$ cat src/isa_pkg.sv
package isa_pkg;

	// datapath and register file sizes
	localparam int xlen       = 32;
	localparam int reg_addr_w = 5;
	localparam int reg_count  = 32;

	// primary opcodes
	localparam logic [5:0] op_special = 6'b000000;
	localparam logic [5:0] op_j       = 6'b000010;
	localparam logic [5:0] op_beq     = 6'b000100;
	localparam logic [5:0] op_bne     = 6'b000101;
	localparam logic [5:0] op_addi    = 6'b001000;
	localparam logic [5:0] op_addiu   = 6'b001001;
	localparam logic [5:0] op_andi    = 6'b001100;
	localparam logic [5:0] op_ori     = 6'b001101;
	localparam logic [5:0] op_xori    = 6'b001110;
	localparam logic [5:0] op_lui     = 6'b001111;
	localparam logic [5:0] op_lw      = 6'b100011;
	localparam logic [5:0] op_sw      = 6'b101011;

	// funct field under op_special
	localparam logic [5:0] fn_sll  = 6'b000000;
	localparam logic [5:0] fn_srl  = 6'b000010;
	localparam logic [5:0] fn_sra  = 6'b000011;
	localparam logic [5:0] fn_sllv = 6'b000100;
	localparam logic [5:0] fn_add  = 6'b100000;
	localparam logic [5:0] fn_addu = 6'b100001;
	localparam logic [5:0] fn_sub  = 6'b100010;
	localparam logic [5:0] fn_subu = 6'b100011;
	localparam logic [5:0] fn_and  = 6'b100100;
	localparam logic [5:0] fn_or   = 6'b100101;
	localparam logic [5:0] fn_xor  = 6'b100110;
	localparam logic [5:0] fn_nor  = 6'b100111;
	localparam logic [5:0] fn_slt  = 6'b101010;
	localparam logic [5:0] fn_sltu = 6'b101011;

	typedef struct packed {
		logic [5:0]            opcode;
		logic [reg_addr_w-1:0] rs;
		logic [reg_addr_w-1:0] rt;
		logic [reg_addr_w-1:0] rd;
		logic [4:0]            shamt;
		logic [5:0]            funct;
	} r_fmt_t;

	typedef struct packed {
		logic [5:0]            opcode;
		logic [reg_addr_w-1:0] rs;
		logic [reg_addr_w-1:0] rt;
		logic [15:0]           imm16;
	} i_fmt_t;

	typedef struct packed {
		logic [5:0]  opcode;
		logic [25:0] target26;
	} j_fmt_t;

	// same 32-bit word, three field layouts
	typedef union packed {
		r_fmt_t r;
		i_fmt_t i;
		j_fmt_t j;
	} inst_t;

endpackage

$ cat src/id_pkg.sv
package id_pkg;

	import isa_pkg::*;

	typedef enum logic [7:0] {
		alu_nop   = 8'h00,
		alu_and   = 8'h01,
		alu_or    = 8'h02,
		alu_xor   = 8'h03,
		alu_nor   = 8'h04,
		alu_add   = 8'h05,
		alu_addu  = 8'h06,
		alu_sub   = 8'h07,
		alu_subu  = 8'h08,
		alu_slt   = 8'h09,
		alu_sltu  = 8'h0a,
		alu_sll   = 8'h0b,
		alu_srl   = 8'h0c,
		alu_sra   = 8'h0d,
		alu_sllv  = 8'h0e,
		alu_ori   = 8'h10,
		alu_andi  = 8'h11,
		alu_xori  = 8'h12,
		alu_lui   = 8'h13,
		alu_addi  = 8'h14,
		alu_addiu = 8'h15,
		alu_lw    = 8'h20,
		alu_sw    = 8'h21,
		alu_beq   = 8'h30,
		alu_bne   = 8'h31,
		alu_j     = 8'h32
	} alu_op_t;

	// how reg2 takes the immediate
	typedef enum logic [1:0] {
		imm_none,
		imm_zext,
		imm_sext,
		imm_lui_src
	} imm_kind_t;

	typedef enum logic [1:0] {
		br_none,
		br_eq,
		br_ne,
		br_jump
	} br_kind_t;

	typedef struct packed {
		logic                  rd1_en;
		logic                  rd2_en;
		logic [reg_addr_w-1:0] rd1_addr;
		logic [reg_addr_w-1:0] rd2_addr;
		alu_op_t               alu_op;
		imm_kind_t             imm_kind;
		logic [xlen-1:0]       imm;
		// reg1 comes from imm (shamt) instead of rs
		logic                  shamt_src;
		// reg1 is rs plus imm
		logic                  addr_calc;
		logic [reg_addr_w-1:0] dest;
		logic                  wreg;
		br_kind_t              br_kind;
	} decode_t;

	// result bus of a later stage, also the register file write port
	typedef struct packed {
		logic                  we;
		logic [reg_addr_w-1:0] addr;
		logic [xlen-1:0]       data;
	} fwd_t;

	typedef struct packed {
		alu_op_t               alu_op;
		logic [xlen-1:0]       reg1;
		logic [xlen-1:0]       reg2;
		logic [reg_addr_w-1:0] wd;
		logic                  wreg;
	} ex_req_t;

	typedef struct packed {
		logic            taken;
		logic [xlen-1:0] target;
	} branch_t;

endpackage

$ cat src/reg_file.sv
module reg_file (
	input  logic                             clk,
	input  logic                             rst_n_i,
	input  logic [isa_pkg::reg_addr_w-1:0]   rd1_addr_i,
	input  logic [isa_pkg::reg_addr_w-1:0]   rd2_addr_i,
	input  id_pkg::fwd_t                     wb_i,
	output logic [isa_pkg::xlen-1:0]         rd1_data_o,
	output logic [isa_pkg::xlen-1:0]         rd2_data_o
);

	import isa_pkg::*;
	import id_pkg::*;

	// r0 has no storage
	logic [xlen-1:0] regs [1:reg_count-1];

	always_ff @(posedge clk) begin
		if (!rst_n_i) begin
			for (int i = 1; i < reg_count; i++) begin
				regs[i] <= '0;
			end
		end else if (wb_i.we && wb_i.addr != '0) begin
			regs[wb_i.addr] <= wb_i.data;
		end
	end

	// write in the same cycle shows up on the read port
	function automatic logic [xlen-1:0] read_port(input logic [reg_addr_w-1:0] addr,
	                                              input fwd_t wb);
		logic [xlen-1:0] val;
		if (addr == '0) begin
			val = '0;
		end else if (wb.we && wb.addr == addr) begin
			val = wb.data;
		end else begin
			val = regs[addr];
		end
		return val;
	endfunction

	assign rd1_data_o = read_port(rd1_addr_i, wb_i);
	assign rd2_data_o = read_port(rd2_addr_i, wb_i);

endmodule

$ cat src/inst_decoder.sv
module inst_decoder (
	input  isa_pkg::inst_t   inst_i,
	output id_pkg::decode_t  dec_o
);

	import isa_pkg::*;
	import id_pkg::*;

	alu_op_t         r_op;
	logic            r_shift;
	alu_op_t         i_op;
	logic            i_sext;
	logic [xlen-1:0] imm_z;
	logic [xlen-1:0] imm_s;

	assign imm_z = {16'h0000, inst_i.i.imm16};
	assign imm_s = {{16{inst_i.i.imm16[15]}}, inst_i.i.imm16};

	// funct lookup for the special group
	always_comb begin
		r_shift = 1'b0;
		case (inst_i.r.funct)
			fn_and:  r_op = alu_and;
			fn_or:   r_op = alu_or;
			fn_xor:  r_op = alu_xor;
			fn_nor:  r_op = alu_nor;
			fn_add:  r_op = alu_add;
			fn_addu: r_op = alu_addu;
			fn_sub:  r_op = alu_sub;
			fn_subu: r_op = alu_subu;
			fn_slt:  r_op = alu_slt;
			fn_sltu: r_op = alu_sltu;
			fn_sllv: r_op = alu_sllv;
			fn_sll, fn_srl, fn_sra: begin
				r_shift = 1'b1;
				r_op    = (inst_i.r.funct == fn_sll) ? alu_sll :
				          (inst_i.r.funct == fn_srl) ? alu_srl : alu_sra;
			end
			default: r_op = alu_nop;
		endcase
	end

	// opcode lookup for rs-plus-immediate forms
	always_comb begin
		i_sext = 1'b0;
		case (inst_i.i.opcode)
			op_ori:   i_op = alu_ori;
			op_andi:  i_op = alu_andi;
			op_xori:  i_op = alu_xori;
			op_addi:  i_op = alu_addi;
			op_addiu: i_op = alu_addiu;
			op_lw:    i_op = alu_lw;
			default:  i_op = alu_nop;
		endcase
		if (inst_i.i.opcode == op_addi || inst_i.i.opcode == op_addiu ||
		    inst_i.i.opcode == op_lw) begin
			i_sext = 1'b1;
		end
	end

	always_comb begin
		dec_o          = '0;
		dec_o.alu_op   = alu_nop;
		dec_o.imm_kind = imm_none;
		dec_o.br_kind  = br_none;
		case (inst_i.r.opcode)
			op_special: begin
				if (r_op != alu_nop) begin
					dec_o.rd1_en    = !r_shift;
					dec_o.rd1_addr  = r_shift ? '0 : inst_i.r.rs;
					dec_o.rd2_en    = 1'b1;
					dec_o.rd2_addr  = inst_i.r.rt;
					dec_o.alu_op    = r_op;
					dec_o.shamt_src = r_shift;
					dec_o.imm       = r_shift ? {27'b0, inst_i.r.shamt} : '0;
					dec_o.dest      = inst_i.r.rd;
					dec_o.wreg      = 1'b1;
				end
			end
			op_ori, op_andi, op_xori, op_addi, op_addiu, op_lw: begin
				dec_o.rd1_en   = 1'b1;
				dec_o.rd1_addr = inst_i.i.rs;
				dec_o.alu_op   = i_op;
				dec_o.imm_kind = i_sext ? imm_sext : imm_zext;
				dec_o.imm      = i_sext ? imm_s : imm_z;
				dec_o.dest     = inst_i.i.rt;
				dec_o.wreg     = 1'b1;
			end
			op_lui: begin
				dec_o.alu_op   = alu_lui;
				dec_o.imm_kind = imm_lui_src;
				dec_o.imm      = imm_z;
				dec_o.dest     = inst_i.i.rt;
				dec_o.wreg     = 1'b1;
			end
			op_sw: begin
				// address in reg1, store data from rt in reg2
				dec_o.rd1_en    = 1'b1;
				dec_o.rd1_addr  = inst_i.i.rs;
				dec_o.rd2_en    = 1'b1;
				dec_o.rd2_addr  = inst_i.i.rt;
				dec_o.alu_op    = alu_sw;
				dec_o.imm       = imm_s;
				dec_o.addr_calc = 1'b1;
			end
			op_beq, op_bne: begin
				dec_o.rd1_en   = 1'b1;
				dec_o.rd1_addr = inst_i.i.rs;
				dec_o.rd2_en   = 1'b1;
				dec_o.rd2_addr = inst_i.i.rt;
				dec_o.alu_op   = (inst_i.i.opcode == op_beq) ? alu_beq : alu_bne;
				dec_o.br_kind  = (inst_i.i.opcode == op_beq) ? br_eq : br_ne;
			end
			op_j: begin
				dec_o.alu_op  = alu_j;
				dec_o.br_kind = br_jump;
			end
			default: begin
				dec_o.alu_op = alu_nop;
			end
		endcase
		// writes to r0 are dropped, so sll r0 acts as a nop
		dec_o.wreg = dec_o.wreg && (dec_o.dest != '0);
	end

endmodule

$ cat src/operand_select.sv
module operand_select (
	input  id_pkg::decode_t              dec_i,
	input  logic [isa_pkg::xlen-1:0]     rd1_data_i,
	input  logic [isa_pkg::xlen-1:0]     rd2_data_i,
	input  id_pkg::fwd_t                 ex_fwd_i,
	input  id_pkg::fwd_t                 mem_fwd_i,
	output logic [isa_pkg::xlen-1:0]     fwd1_o,
	output logic [isa_pkg::xlen-1:0]     fwd2_o,
	output id_pkg::ex_req_t              ex_req_o
);

	import isa_pkg::*;
	import id_pkg::*;

	// ex over mem over register file, r0 never forwarded
	function automatic logic [xlen-1:0] resolve(input logic en,
	                                            input logic [reg_addr_w-1:0] addr,
	                                            input logic [xlen-1:0] rf_data,
	                                            input fwd_t ex_fwd,
	                                            input fwd_t mem_fwd);
		logic [xlen-1:0] val;
		if (!en || addr == '0) begin
			val = '0;
		end else if (ex_fwd.we && ex_fwd.addr == addr) begin
			val = ex_fwd.data;
		end else if (mem_fwd.we && mem_fwd.addr == addr) begin
			val = mem_fwd.data;
		end else begin
			val = rf_data;
		end
		return val;
	endfunction

	assign fwd1_o = resolve(dec_i.rd1_en, dec_i.rd1_addr, rd1_data_i, ex_fwd_i, mem_fwd_i);
	assign fwd2_o = resolve(dec_i.rd2_en, dec_i.rd2_addr, rd2_data_i, ex_fwd_i, mem_fwd_i);

	always_comb begin
		ex_req_o.alu_op = dec_i.alu_op;
		ex_req_o.wd     = dec_i.dest;
		ex_req_o.wreg   = dec_i.wreg;
		if (dec_i.shamt_src) begin
			ex_req_o.reg1 = dec_i.imm;
		end else if (dec_i.addr_calc) begin
			ex_req_o.reg1 = fwd1_o + dec_i.imm;
		end else begin
			ex_req_o.reg1 = fwd1_o;
		end
		case (dec_i.imm_kind)
			imm_zext, imm_sext: ex_req_o.reg2 = dec_i.imm;
			imm_lui_src:        ex_req_o.reg2 = {dec_i.imm[15:0], 16'h0000};
			default:            ex_req_o.reg2 = fwd2_o;
		endcase
	end

endmodule

$ cat src/branch_unit.sv
module branch_unit (
	input  logic [isa_pkg::xlen-1:0]     pc_i,
	input  isa_pkg::inst_t               inst_i,
	input  id_pkg::br_kind_t             br_kind_i,
	input  logic [isa_pkg::xlen-1:0]     fwd1_i,
	input  logic [isa_pkg::xlen-1:0]     fwd2_i,
	output id_pkg::branch_t              branch_o
);

	import isa_pkg::*;
	import id_pkg::*;

	logic [xlen-1:0] pc_plus4;
	logic [xlen-1:0] rel_target;
	logic [xlen-1:0] abs_target;

	assign pc_plus4   = pc_i + 32'd4;
	// word offset relative to the delay slot
	assign rel_target = pc_plus4 + {{14{inst_i.i.imm16[15]}}, inst_i.i.imm16, 2'b00};
	// jump stays inside the current 256 MB region
	assign abs_target = {pc_plus4[31:28], inst_i.j.target26, 2'b00};

	always_comb begin
		case (br_kind_i)
			br_eq:   branch_o.taken = (fwd1_i == fwd2_i);
			br_ne:   branch_o.taken = (fwd1_i != fwd2_i);
			br_jump: branch_o.taken = 1'b1;
			default: branch_o.taken = 1'b0;
		endcase
		if (!branch_o.taken) begin
			branch_o.target = '0;
		end else if (br_kind_i == br_jump) begin
			branch_o.target = abs_target;
		end else begin
			branch_o.target = rel_target;
		end
	end

endmodule

$ cat src/id_stage.sv
module id_stage (
	input  logic                         clk,
	input  logic                         rst_n_i,
	input  logic [isa_pkg::xlen-1:0]     pc_i,
	input  isa_pkg::inst_t               inst_i,
	input  id_pkg::fwd_t                 ex_fwd_i,
	input  id_pkg::fwd_t                 mem_fwd_i,
	input  id_pkg::fwd_t                 wb_i,
	output id_pkg::ex_req_t              ex_req_o,
	output id_pkg::branch_t              branch_o
);

	import isa_pkg::*;
	import id_pkg::*;

	decode_t         dec;
	logic [xlen-1:0] rd1_data;
	logic [xlen-1:0] rd2_data;
	logic [xlen-1:0] fwd1;
	logic [xlen-1:0] fwd2;

	inst_decoder u_decoder (
		.inst_i (inst_i),
		.dec_o  (dec)
	);

	reg_file u_reg_file (
		.clk        (clk),
		.rst_n_i    (rst_n_i),
		.rd1_addr_i (dec.rd1_addr),
		.rd2_addr_i (dec.rd2_addr),
		.wb_i       (wb_i),
		.rd1_data_o (rd1_data),
		.rd2_data_o (rd2_data)
	);

	operand_select u_operand_select (
		.dec_i      (dec),
		.rd1_data_i (rd1_data),
		.rd2_data_i (rd2_data),
		.ex_fwd_i   (ex_fwd_i),
		.mem_fwd_i  (mem_fwd_i),
		.fwd1_o     (fwd1),
		.fwd2_o     (fwd2),
		.ex_req_o   (ex_req_o)
	);

	// compares the forwarded operands, not the raw register file values
	branch_unit u_branch_unit (
		.pc_i      (pc_i),
		.inst_i    (inst_i),
		.br_kind_i (dec.br_kind),
		.fwd1_i    (fwd1),
		.fwd2_i    (fwd2),
		.branch_o  (branch_o)
	);

endmodule

$ cat config.mk
export PLATFORM = sky130hd
export DESIGN_NAME = id_stage
export DESIGN_NICKNAME = d
export VERILOG_FILES = /design/src/isa_pkg.sv /design/src/id_pkg.sv /design/src/reg_file.sv /design/src/inst_decoder.sv /design/src/operand_select.sv /design/src/branch_unit.sv /design/src/id_stage.sv
export SDC_FILE = /design/constraint.sdc
export NUM_CORES = 2
export LEC_CHECK = 0
export BUFFER_PORTS_ARGS = -buffer_cell sky130_fd_sc_hd__buf_4
export CORE_MARGIN = 10
export CORE_UTILIZATION = 45
export CTS_CLUSTER_DIAMETER = 50
export DETAILED_ROUTE_END_ITERATION = 12
export MAX_ROUTING_LAYER = met4
export PLACE_DENSITY = 0.69
export SKIP_LAST_GASP = 1
export SLEW_MARGIN = 25
export SYNTH_ARGS = -nofsm -noshare
export SYNTH_HDL_FRONTEND = slang
export SYNTH_HIERARCHICAL = 1
export SYNTH_SLANG_ARGS = --single-unit
$ cat constraint.sdc
create_clock -name clk -period 11.8 [get_ports clk]
set_clock_uncertainty 0.05 [all_clocks]
set_input_delay 2.36 -clock clk [delete_from_list [all_inputs] [get_ports clk]]
set_output_delay 2.36 -clock clk [all_outputs]
set_load 0.01 [all_outputs]
==> reports/results.txt <==
Vias in the first global route = 47,000
PwrDens = 125 mW/mm^2
Fmax = 0.0848 GHz
Worst vdd ir = 0.115 mV
Cells along the critical path = buf_4, or3_4, or4b_1, or3b_4, a21boi_4, buf_12, buf_12, mux4_2, mux2i_1, o21ai_1, a32o_1, mux2i_1, a211oi_2, ha_1, a21oi_2, o221ai_2, o31a_1, o41ai_4, o21ai_2, a31oi_4, o21ai_2, o211ai_1, buf_4
CP max stage cell = o21ai_1
Final Hold Viols = 0
Mapped cell area = 0.0637 mm^2
Simple-gate portion of the synthesized area = 14.8%
Via count = 49,100
Total Routing Usage GR = 31.3%
Synth Area in XOR/XNOR = 1.69%
Routed wire length = 249,000 um
Number of flip-flops in the largest register = 1,024
Die span in y = 396 um
Worst relative slew slack = 31.0%
Largest delay contributor family on the critical path = compound AO/OA/AOI/OAI gates
Initial Util = 45.2%
Seq/Total Area, Yosys = 48.3%
Die width = 396 um
Synthesized area per cell = 12.5 um^2
Most common flop cell mapped by yosys = edfxtp_1
Antenna violations before repair = 36
HP Class = in -> reg
Top flop regs = u_reg_file/regs: 1024 flops
Number of flops mapped to enable cells by yosys = 1,024
Main combinational cell family by area after synthesis = multiplexers
Global-route wire length before repair = 348,000 um
Unrepaired setup endpoints after global routing = yes
Compound-Gate Fraction of Synth Area = 9.63%
Routability-driven placement congestion ratio = 0.981
Layout net count = 5,548
Final core utilization = 51.9%
Yosys warnings = 6
Distinct cell type count after synthesis = 98
CP max stage delay = 540 ps
CP Data Arrival Time = 9380 ps
Final setup viols = 0
Synth Area in Adders = 1.46%
Buffers & Inverters on Critical Path = 4
Top cells by area, synth = edfxtp_1, mux4_2, and2_1
Clock power share = 39.8%
Placed Cells = 7,065
Count of final max-slew check failures = 0
CTS root buffer = clkbuf_16
CTS tree = built
WS Path Type = in -> out
Post-synth ARST share = 0%
DRC Markers = 0
Min Tclk post-route = 11,790 ps
Max-capacitance violation count = 0
CP Data Required Time = 9390 ps
CTS Buf Count = 113
Share of cells above drive strength 1 = 25.4%
IO Count = 291
GRT overflow = 0
Most flops, register = u_reg_file/regs
Sw Share = 26.2%
Largest net degree at the start of global routing = 65
Initial drt markers = 7,276
Count of input and output buffers = 288
Worst setup margin = 11.2 ps
Max H-tree Level = 3
Pleak = 25.2 nW
Synth Register Bits = 1,024
Sw power = 2.39 mW
Post-synthesis mux area share = 20.0%
Fin crit share = 99.9%
Area grow syn2layout = 14.8%
ANT nets after route = 0
Post-DP HPWL = 167,000 um
Die Footprint = 0.157 mm^2
Share of the synthesized area in the top cell type = 48.3%
Internal power = 6.74 mW
CP endpoint kind = output port
DP Area = 0.0691 mm^2
Clock slew at reported path FFs = 70 ps
Max Root-Sink Buffers = 3
Hold Slack = 2020 ps
Mapped Cells = 5,102
Final instance area = 0.0732 mm^2
Sequential Power Share = 47.2%
CORE AREA = 0.141 mm^2
Largest area contributor in the netlist = edfxtp_1
Non-Filler Instances = 7,311
Pre-Repair DR Iteration Count = 10
Clk sink count = 1,024
Worst setup SP type = primary input
Worst-path fanout max = 36
Row count = 138
Comb power frac = 13.0%
Setup TNS = 0 ps
Pre-CTS setup slack = -196 ps
Actual slew at the worst max-slew pin = 1030 ps
Final Power = 9.13 mW
Routed wire per std cell = 34.0 um
Vias per cell = 6.72
Outcome = complete, no violations
[cell families after synthesis]
family / after synthesis
xor gates and xnor gates: 123
DFF: 1024
muxes: 790
and+or+nand+nor: 1663
adders and majority gates: 73
other: 2
AOI/OAI and AO/OA: 874
buffers and inverters: 553
[path summary, 6_finish.rpt]
kind                    from                     to  slack [ps]  cells after the start
setup / recovery  inst_i[30]           ex_req_o[64]          10                     23
hold / removal       wb_i[4]  u_reg_file/regs[0][4]        2020                      1
[synthesized netlist by cell type (25+ instances only)]
cell type,instances
a211oi_1,104
a21o_1,37
a21oi_1,112
a22o_1,28
a22oi_1,110
a31oi_1,33
a32o_1,35
and2_1,1018
and3_1,33
buf_2,74
buf_4,51
clkbuf_1,356
edfxtp_1,1024
ha_1,71
inv_1,28
mux2_2,84
mux2i_1,326
mux4_2,380
nand2_1,183
nand3_1,33
nor2_1,205
nor3_1,46
nor4_1,25
o21ai_0,155
o221ai_1,40
o22ai_1,82
xnor2_1,51
xor2_1,72
[area by class of cell]
cell class / instances / area, um^2
Fill cell: 11800 / 67900
Multi-Input combinational cell: 3558 / 31300
Sequential cell: 1024 / 30700
Timing Repair Buffer: 570 / 4830
Clock buffer: 135 / 3020
Tap cell: 1890 / 2360
Clock inverter: 77 / 756
Inverter: 28 / 105
Antenna cell: 29 / 72.6
[routing by layer]
metal | wire, um | track usage (%) | part of all wire (%) | vias to the layer above
met4 | 11000 | 12.3 | 4.4 | 0
met2 | 111000 | 47.1 | 45 | 4035
li1 | - | - | - | 19900
met3 | 36400 | 9.81 | 15 | 729
met5 | 0 | - | 0 | -
met1 | 89900 | 39.3 | 36 | 24500
[power by group through the flow]
| stage | combinational (mW) | sequential [mW] | clock, mW |
|---|---|---|---|
| floorplan | 0.663 | 4.35 | 0 |
| global placement | 1.13 | 4.37 | 0 |
| global route | 1.23 | 4.33 | 3.78 |
| CTS | 1.15 | 4.31 | 3.64 |
| detailed placement | 1.14 | 4.38 | 0 |
| finish | 1.19 | 4.31 | 3.63 |
[layout by cell type, fill, tap and decap left out, types with 13 or more instances in the layout]
cell type | netlist | layout
conb_1 | 2 | 34
a2111oi_0 | 16 | 15
mux4_2 | 380 | 380
xor2_1 | 72 | 72
a22oi_1 | 110 | 104
clkbuf_1 | 356 | 17
a31oi_1 | 33 | 33
nand3_1 | 33 | 31
and2_1 | 1018 | 1013
a211oi_1 | 104 | 97
inv_1 | 28 | 28
clkinvlp_4 | 0 | 13
a32o_1 | 35 | 35
nor4_1 | 25 | 22
nand4_1 | 21 | 21
edfxtp_1 | 1024 | 1024
ha_1 | 71 | 71
a211oi_2 | 6 | 13
mux2_2 | 84 | 84
buf_4 | 51 | 527
o21ai_0 | 155 | 120
xnor2_1 | 51 | 51
o22ai_1 | 82 | 81
o221ai_1 | 40 | 40
nor2_4 | 0 | 14
nor2_1 | 205 | 169
nand2b_1 | 16 | 16
mux2i_1 | 326 | 322
nand2_1 | 183 | 183
o21ai_4 | 0 | 31
a21o_1 | 37 | 37
buf_12 | 1 | 31
nor3_1 | 46 | 45
nor2_2 | 0 | 22
diode_2 | 0 | 29
a22o_1 | 28 | 28
clkbuf_16 | 0 | 119
clkinv_1 | 0 | 22
a21oi_1 | 112 | 112
and3_1 | 33 | 30
[timing repair]
| action | 4_1_cts | 5_1_grt |
|---|---|---|
| hold buffers | 0 | 0 |
| endpoints found under the setup margin | 16 | 24 |
| buffers inserted | 1 | 3 |
| gates cloned | 0 | 2 |
| resized for setup | 5 | 32 |
| pin swaps | 2 | 6 |
(Power assumes the default switching activity.)
